<file path="config.mk">
export PLATFORM = sky130hd
export DESIGN_NAME = cicFilter
export DESIGN_NICKNAME = d
export VERILOG_FILES = /design/src/hw/cicPkg.sv /design/src/hw/cicDecimator.sv /design/src/hw/cicComp.sv /design/src/hw/cicFilter.sv
export VERILOG_INCLUDE_DIRS = /design/src /design/src/hw
export SDC_FILE = /design/constraint.sdc
export NUM_CORES = 1
export LEC_CHECK = 0
export BUFFER_PORTS_ARGS = -buffer_cell sky130_fd_sc_hd__buf_4
export CORE_MARGIN = 8
export CORE_UTILIZATION = 60
export CTS_BUF_LIST = sky130_fd_sc_hd__clkbuf_4
export DETAILED_ROUTE_END_ITERATION = 8
export PLACE_DENSITY = 0.76
export SLEW_MARGIN = 15
export SYNTH_ARGS = -nofsm -noshare
export SYNTH_HDL_FRONTEND = slang
export SYNTH_HIERARCHICAL = 1
export SYNTH_SLANG_ARGS = --single-unit
</file>
<file path="constraint.sdc">
create_clock -name clk -period 28.8 [get_ports clk]
set_input_delay 5.76 -clock clk [delete_from_list [all_inputs] [get_ports clk]]
set_output_delay 5.76 -clock clk [all_outputs]
set_load 0.01 [all_outputs]
</file>
<file path="src/hw/cic_cfg.svh">
`ifndef CIC_CFG_SVH
`define CIC_CFG_SVH

// decimation factor, power of two from 4 to 64.
`define CIC_RATE 8

// integrator and comb sections.
`define CIC_ORDER 4

`define CIC_IN_WIDTH 16   // converter sample width.
`define CIC_OUT_WIDTH 18  // width after decimation and after compensation.

// compensator weights, outer, inner and centre tap.
// 2*outer + 2*inner + centre = 2^17 for unity gain at DC.
`define COMP_COEF0 (-2048)
`define COMP_COEF1 (-8192)
`define COMP_COEF2 151552

`endif

</file>
<file path="src/hw/cicPkg.sv">
`default_nettype none

`include "cic_cfg.svh"

package cicPkg;

    // one converter sample, valid is a level.
    typedef struct packed {
        logic                            valid;
        logic signed [`CIC_IN_WIDTH-1:0] data;
    } adcSampleT;

    // decimated sample.
    // strobe is a single-cycle pulse and data counts only while it is high.
    typedef struct packed {
        logic                             strobe;
        logic signed [`CIC_OUT_WIDTH-1:0] data;
    } decimSampleT;

endpackage

`default_nettype wire

</file>
<file path="src/hw/cicDecimator.sv">
`timescale 1ns/1ns
`default_nettype none

`include "cic_cfg.svh"

module cicDecimator (
    input  logic                clk,
    input  logic                reset,
    input  cicPkg::adcSampleT   adcIn,
    output cicPkg::decimSampleT decim
);

    localparam int rateBits = $clog2(`CIC_RATE);
    localparam int growth = `CIC_ORDER * rateBits;  // bit growth of R^N gain.
    localparam int accWidth = `CIC_IN_WIDTH + growth;

    logic        [rateBits-1:0] rateCount;
    logic                       groupDone;  // last input of a group just absorbed.
    logic signed [accWidth-1:0] sampleExt;
    logic signed [accWidth-1:0] integ     [`CIC_ORDER];
    logic signed [accWidth-1:0] integNext [`CIC_ORDER];
    logic signed [accWidth-1:0] combPrev  [`CIC_ORDER];
    logic signed [accWidth-1:0] combOut   [`CIC_ORDER];

    assign sampleExt = {{growth{adcIn.data[`CIC_IN_WIDTH-1]}}, adcIn.data};

    // integrator cascade, all sections advance together on a valid.
    // accumulators wrap, the combs undo the overflow.
    always_comb begin
        integNext[0] = integ[0] + sampleExt;
        for (int i = 1; i < `CIC_ORDER; i++) begin
            integNext[i] = integ[i] + integNext[i-1];
        end
    end

    // comb cascade at the low rate.
    always_comb begin
        combOut[0] = integ[`CIC_ORDER-1] - combPrev[0];
        for (int i = 1; i < `CIC_ORDER; i++) begin
            combOut[i] = combOut[i-1] - combPrev[i];
        end
    end

    always_ff @(posedge clk) begin
        if (reset) begin
            rateCount <= '0;
            groupDone <= 1'b0;
            for (int i = 0; i < `CIC_ORDER; i++) begin
                integ[i] <= '0;
            end
        end else begin
            groupDone <= 1'b0;
            if (adcIn.valid) begin
                for (int i = 0; i < `CIC_ORDER; i++) begin
                    integ[i] <= integNext[i];
                end
                rateCount <= rateCount + 1'b1;  // wraps at the rate.
                groupDone <= (rateCount == rateBits'(`CIC_RATE - 1));
            end
        end
    end

    // one registered comb step per group, strobe two cycles after the last valid.
    always_ff @(posedge clk) begin
        if (reset) begin
            for (int i = 0; i < `CIC_ORDER; i++) begin
                combPrev[i] <= '0;
            end
            decim <= '0;
        end else begin
            decim.strobe <= groupDone;
            if (groupDone) begin
                combPrev[0] <= integ[`CIC_ORDER-1];
                for (int i = 1; i < `CIC_ORDER; i++) begin
                    combPrev[i] <= combOut[i-1];
                end
                // drop the gain, keep 18 bits with the input left-justified.
                decim.data <= combOut[`CIC_ORDER-1][accWidth-1 -: `CIC_OUT_WIDTH];
            end
        end
    end

endmodule

`default_nettype wire

</file>
<file path="src/hw/cicComp.sv">
`timescale 1ns/1ns
`default_nettype none

`include "cic_cfg.svh"

module cicComp (
    input  logic                clk,
    input  logic                reset,
    input  cicPkg::decimSampleT decim,
    output cicPkg::decimSampleT compOut,
    output logic                satFlag
);

    localparam int dataMsb = `CIC_OUT_WIDTH - 1;
    localparam int coefWidth = 19;  // centre weight needs 19 bits signed.
    localparam int sumWidth = `CIC_OUT_WIDTH + 1;
    localparam int prodWidth = sumWidth + coefWidth;
    localparam int finalWidth = `CIC_OUT_WIDTH + 2;
    localparam int gainShift = `CIC_OUT_WIDTH - 1;  // weights sum to 2^17.

    localparam logic signed [coefWidth-1:0] coef0 = `COMP_COEF0;
    localparam logic signed [coefWidth-1:0] coef1 = `COMP_COEF1;
    localparam logic signed [coefWidth-1:0] coef2 = `COMP_COEF2;

    localparam logic signed [finalWidth-1:0] posLimit = finalWidth'((1 << gainShift) - 1);
    localparam logic signed [finalWidth-1:0] negLimit = -posLimit;

    // tap k holds the sample k strobes before the incoming one.
    logic signed [`CIC_OUT_WIDTH-1:0] tapLine [1:8];
    logic signed [sumWidth-1:0]       outerSum;
    logic signed [sumWidth-1:0]       innerSum;
    logic signed [`CIC_OUT_WIDTH-1:0] centreTap;
    logic signed [prodWidth-1:0]      outerProd;
    logic signed [prodWidth-1:0]      innerProd;
    logic signed [prodWidth-1:0]      centreProd;
    logic signed [finalWidth-1:0]     finalSum;
    logic                             overHigh;
    logic                             overLow;

    // delay line and symmetric pre-adds, odd taps carry zero weight.
    always_ff @(posedge clk) begin
        if (reset) begin
            for (int k = 1; k <= 8; k++) begin
                tapLine[k] <= '0;
            end
            outerSum  <= '0;
            innerSum  <= '0;
            centreTap <= '0;
        end else if (decim.strobe) begin
            tapLine[1] <= decim.data;
            for (int k = 2; k <= 8; k++) begin
                tapLine[k] <= tapLine[k-1];
            end
            outerSum  <= {decim.data[dataMsb], decim.data} + {tapLine[8][dataMsb], tapLine[8]};
            innerSum  <= {tapLine[2][dataMsb], tapLine[2]} + {tapLine[6][dataMsb], tapLine[6]};
            centreTap <= tapLine[4];
        end
    end

    // product stage, one clock behind the pre-adds.
    always_ff @(posedge clk) begin
        if (reset) begin
            outerProd  <= '0;
            innerProd  <= '0;
            centreProd <= '0;
        end else begin
            outerProd  <= outerSum * coef0;
            innerProd  <= innerSum * coef1;
            centreProd <= centreTap * coef2;
        end
    end

    // scale back by 2^17 and add at 20 bits.
    assign finalSum = outerProd[gainShift +: finalWidth]
                    + innerProd[gainShift +: finalWidth]
                    + centreProd[gainShift +: finalWidth];

    assign overHigh = (finalSum > posLimit);
    assign overLow  = (finalSum < negLimit);  // symmetric clamp.

    // previous frame is captured on the following strobe.
    always_ff @(posedge clk) begin
        if (reset) begin
            compOut <= '0;
            satFlag <= 1'b0;
        end else begin
            compOut.strobe <= decim.strobe;
            satFlag        <= decim.strobe && (overHigh || overLow);
            if (decim.strobe) begin
                if (overHigh) begin
                    compOut.data <= posLimit[dataMsb:0];
                end else if (overLow) begin
                    compOut.data <= negLimit[dataMsb:0];
                end else begin
                    compOut.data <= finalSum[dataMsb:0];
                end
            end
        end
    end

endmodule

`default_nettype wire

</file>
<file path="src/hw/cicFilter.sv">
`timescale 1ns/1ns
`default_nettype none

module cicFilter (
    input  logic                clk,
    input  logic                reset,
    input  cicPkg::adcSampleT   adcIn,
    output cicPkg::decimSampleT compOut,
    output logic                satFlag
);

    import cicPkg::*;

    decimSampleT decim;  // low-rate samples between the stages.

    // fourth-order CIC, rate reduction.
    cicDecimator decimator (
        .clk   (clk),
        .reset (reset),
        .adcIn (adcIn),
        .decim (decim)
    );

    // droop compensation and clamp to 18 bits.
    cicComp compensator (
        .clk     (clk),
        .reset   (reset),
        .decim   (decim),
        .compOut (compOut),
        .satFlag (satFlag)
    );

endmodule

`default_nettype wire

</file>
==> impl_metrics.json <==
{
  "status": "complete, no violations",
  "hold_start": "compensator/compOut[1]",
  "synth_seq_cells": 527,
  "gr-total-overflow": 0,
  "synth_top_family_by_area": "simple AND/OR/NAND/NOR gates",
  "start_kind": "primary input",
  "final_core_util_pct": 65.76,
  "grt_start_max_net_pins": 101,
  "reg2reg_depth": 36,
  "mostFrequentLayoutCells": "edfxtp_1 (368), ha_1 (329), and2_1 (318), inv_1 (279), nor2_1 (243)",
  "syn_avg_cell_area_um2": 10.08,
  "endpoint_kind": "flop",
  "fillers": 4531,
  "grt_use_total_pct": 23.40,
  "tritoncts": "built",
  "grt_pass1_wl_um": 122600,
  "cp_data_arrival_time_ps": 14370,
  "synthesis.area_mm2": 0.03372,
  "clockBufferDepth": 3,
  "rr_startpoint": "decimator/integ[0][0]",
  "cp_data_required_time_ps": 29530,
  "antenna_left": 0,
  "cts_buffers": 146,
  "start_util_pct": 60.27,
  "clk_latency_ps": 990,
  "synthAdderAreaFrac_pct": 14.94,
  "synthCells": 3345,
  "max_stage_delay_ps": 620,
  "post-cts-setup-buffer-count": 0,
  "synth_xor_area_share_pct": 6.096,
  "syn_nets": 3739,
  "firstDrtPassIters": 5,
  "layout_commonest_cell": "edfxtp_1",
  "path_clk_slew_ps": 70,
  "dieHeight_um": 253.1,
  "synth_top_cells_by_area": "edfxtp_1 (33%), ha_1 (12%), dfxtp_1 (9.4%)",
  "synthDistinctLibCells": 102,
  "synth_mux_area_share_pct": 0.7755,
  "hold_buffers": 0,
  "antenna_found_initial": 3,
  "io_pins": 39,
  "yosysTopAreaCell": "edfxtp_1",
  "clock_skew_ps": 56.81,
  "grt_pass1_vias": 25147,
  "cp_common_cell": "a21oi_1",
  "routabilityCongestion": 0.9104,
  "synthSimpleGateAreaFrac_pct": 16.98,
  "ys_seq_area_share_pct": 42.21,
  "finalCriticalPeriod_ps": 13640,
  "crit_type": "in -> reg",
  "die_w_um": 253.1,
  "slew_violations": 0,
  "drt-total-wl_um": 74940,
  "synthArstFlopShare_pct": 0,
  "drv_cap": 0,
  "max_freq_mhz": 73.33,
  "slew_headroom_pct": 24.26,
  "drtIter0Drc": 1627,
  "rrSetupSlack_ps": 19680,
  "synth_compound_area_share_pct": 14.92,
  "fin_crit_sh_pct": 47.35,
  "drc": 0,
  "rsz0062_at_grt": "false",
  "hold_path.class": "reg -> reg",
  "viasPerCell": 5.772,
  "drive_gt1_share_pct": 9.560,
  "dpl.hpwl_um": 54290,
  "setup_tns_ps": 0,
  "core_area_mm2": 0.05595,
  "cts.sinks": 527,
  "r2r-end": "decimator/integ[3][27]",
  "fp-row-count": 87,
  "finalNetCount": 3861,
  "cp_max_fo": 5,
  "vias": 25104,
  "area_delta_synth_final_pct": 9.101,
  "tightest_slew_ps": 1136,
  "htreeDepth": 4,
  "avgRoutedWirePerCell_um": 17.23,
  "setup_violations": 0,
  "synth_ff_type": "edfxtp_1",
  "slowest_stage": "a2111oi_0",
  "hold_end": "compensator/compOut[1]",
  "yosys_warnings": 6,
  "cts_resized": 0,
  "hold_violations": 0,
  "dieArea_mm2": 0.06405,
  "portBuffers": 38,
  "min_path_cells": 2,
  "cts-root-buf": "clkbuf_4",
  "synth_top_area_share_pct": 32.77,
  "synth_edf_count": 368
}
[cell families after synthesis]
family | after synthesis
mux | 26
xor+xnor | 229
simple gates | 1072
fa+ha+maj | 375
compound gates | 751
flops | 527
buf+inv | 365
[critical path: cells and delay by family]
kind,cells,cell delay [ps]
buffers and inverters,1,110
AO/OA/AOI/OAI,16,3780
XOR/XNOR,3,560
adder cells (fa/ha/maj),5,1600
AND/OR/NAND/NOR,12,2550
[metrics by stage]
| step | instance area, um2 | cells | hold WS [ps] | worst slack, ps |
|---|---|---|---|---|
| 2_1_floorplan | 33720 | 3345 | 438.2 | 15570 |
| 3_3_place_gp | 34800 | 4075 | 446.7 | 14630 |
| 3_5_place_dp | 34800 | 4075 | 453.0 | 14350 |
| 4_1_cts | 36780 | 4344 | 460.8 | 15430 |
| 5_1_grt | 36790 | 4349 | 494.7 | 14500 |
| 6_report | 36790 | 4349 | 457.8 | 15160 |
[state kept, by name, indices dropped and copies added (netlist names)]
register                cells
decimator/groupDone         1
decimator/decim            19
compensator/innerProd      20
compensator/innerSum       19
decimator/combPrev        112
compensator/satFlag         1
compensator/outerSum       19
decimator/rateCount         3
compensator/outerProd      20
decimator/integ           112
compensator/centreProd     20
compensator/tapLine       144
compensator/centreTap      18
compensator/compOut        19
[worst max path at each step]
| stage | from | endpoint | slack [ps] | depth (start not counted) |
|---|---|---|---|---|
| after global routing | adcIn[0] | decimator/integ[3][27] | 14500 | 39 |
| after floorplan | adcIn[0] | decimator/integ[3][27] | 15570 | 37 |
| final | adcIn[0] | decimator/integ[3][27] | 15160 | 37 |
| after global placement | adcIn[0] | decimator/integ[3][27] | 14630 | 38 |
| after CTS | adcIn[0] | decimator/integ[3][27] | 15430 | 37 |
| after detailed placement | adcIn[0] | decimator/integ[3][27] | 14350 | 37 |
[per-layer routing]
layer / routed length [um] / up-vias / track usage [%]
met2: 36450 / 585 / 39.96
li1: - / 12299 / -
met3: 3663 / 139 / 4.248
met5: 10 / - / 0
met4: 2037 / 2 / 9.320
met1: 32780 / 12079 / 29.22
[cell usage after synthesis, types with 46 or more instances]
library cell,instances
a21o_1,112
a21oi_1,196
and2_1,318
clkbuf_1,76
dfxtp_1,159
edfxtp_1,368
fa_1,46
ha_1,329
inv_1,282
nand2_1,130
nand2b_1,49
nand3_1,54
nor2_1,244
nor3_1,85
o21ai_0,115
xnor2_1,140
xor2_1,85
[area by class of cell]
cell class	count	area (um2)	area share, %
multi-input combinational	2453	18130	49.27
sequential	527	14230	38.69
clock buffer	210	1577	4.285
tap	756	945.9	2.571
clock inverter	59	406.6	1.105
antenna	5	12.51	0.03401
inverter	284	1075	2.921
timing repair buffer	55	412.9	1.122
Power is not shown: default switching activity piles up to over one toggle a cycle in this logic, so the estimate is an artifact.
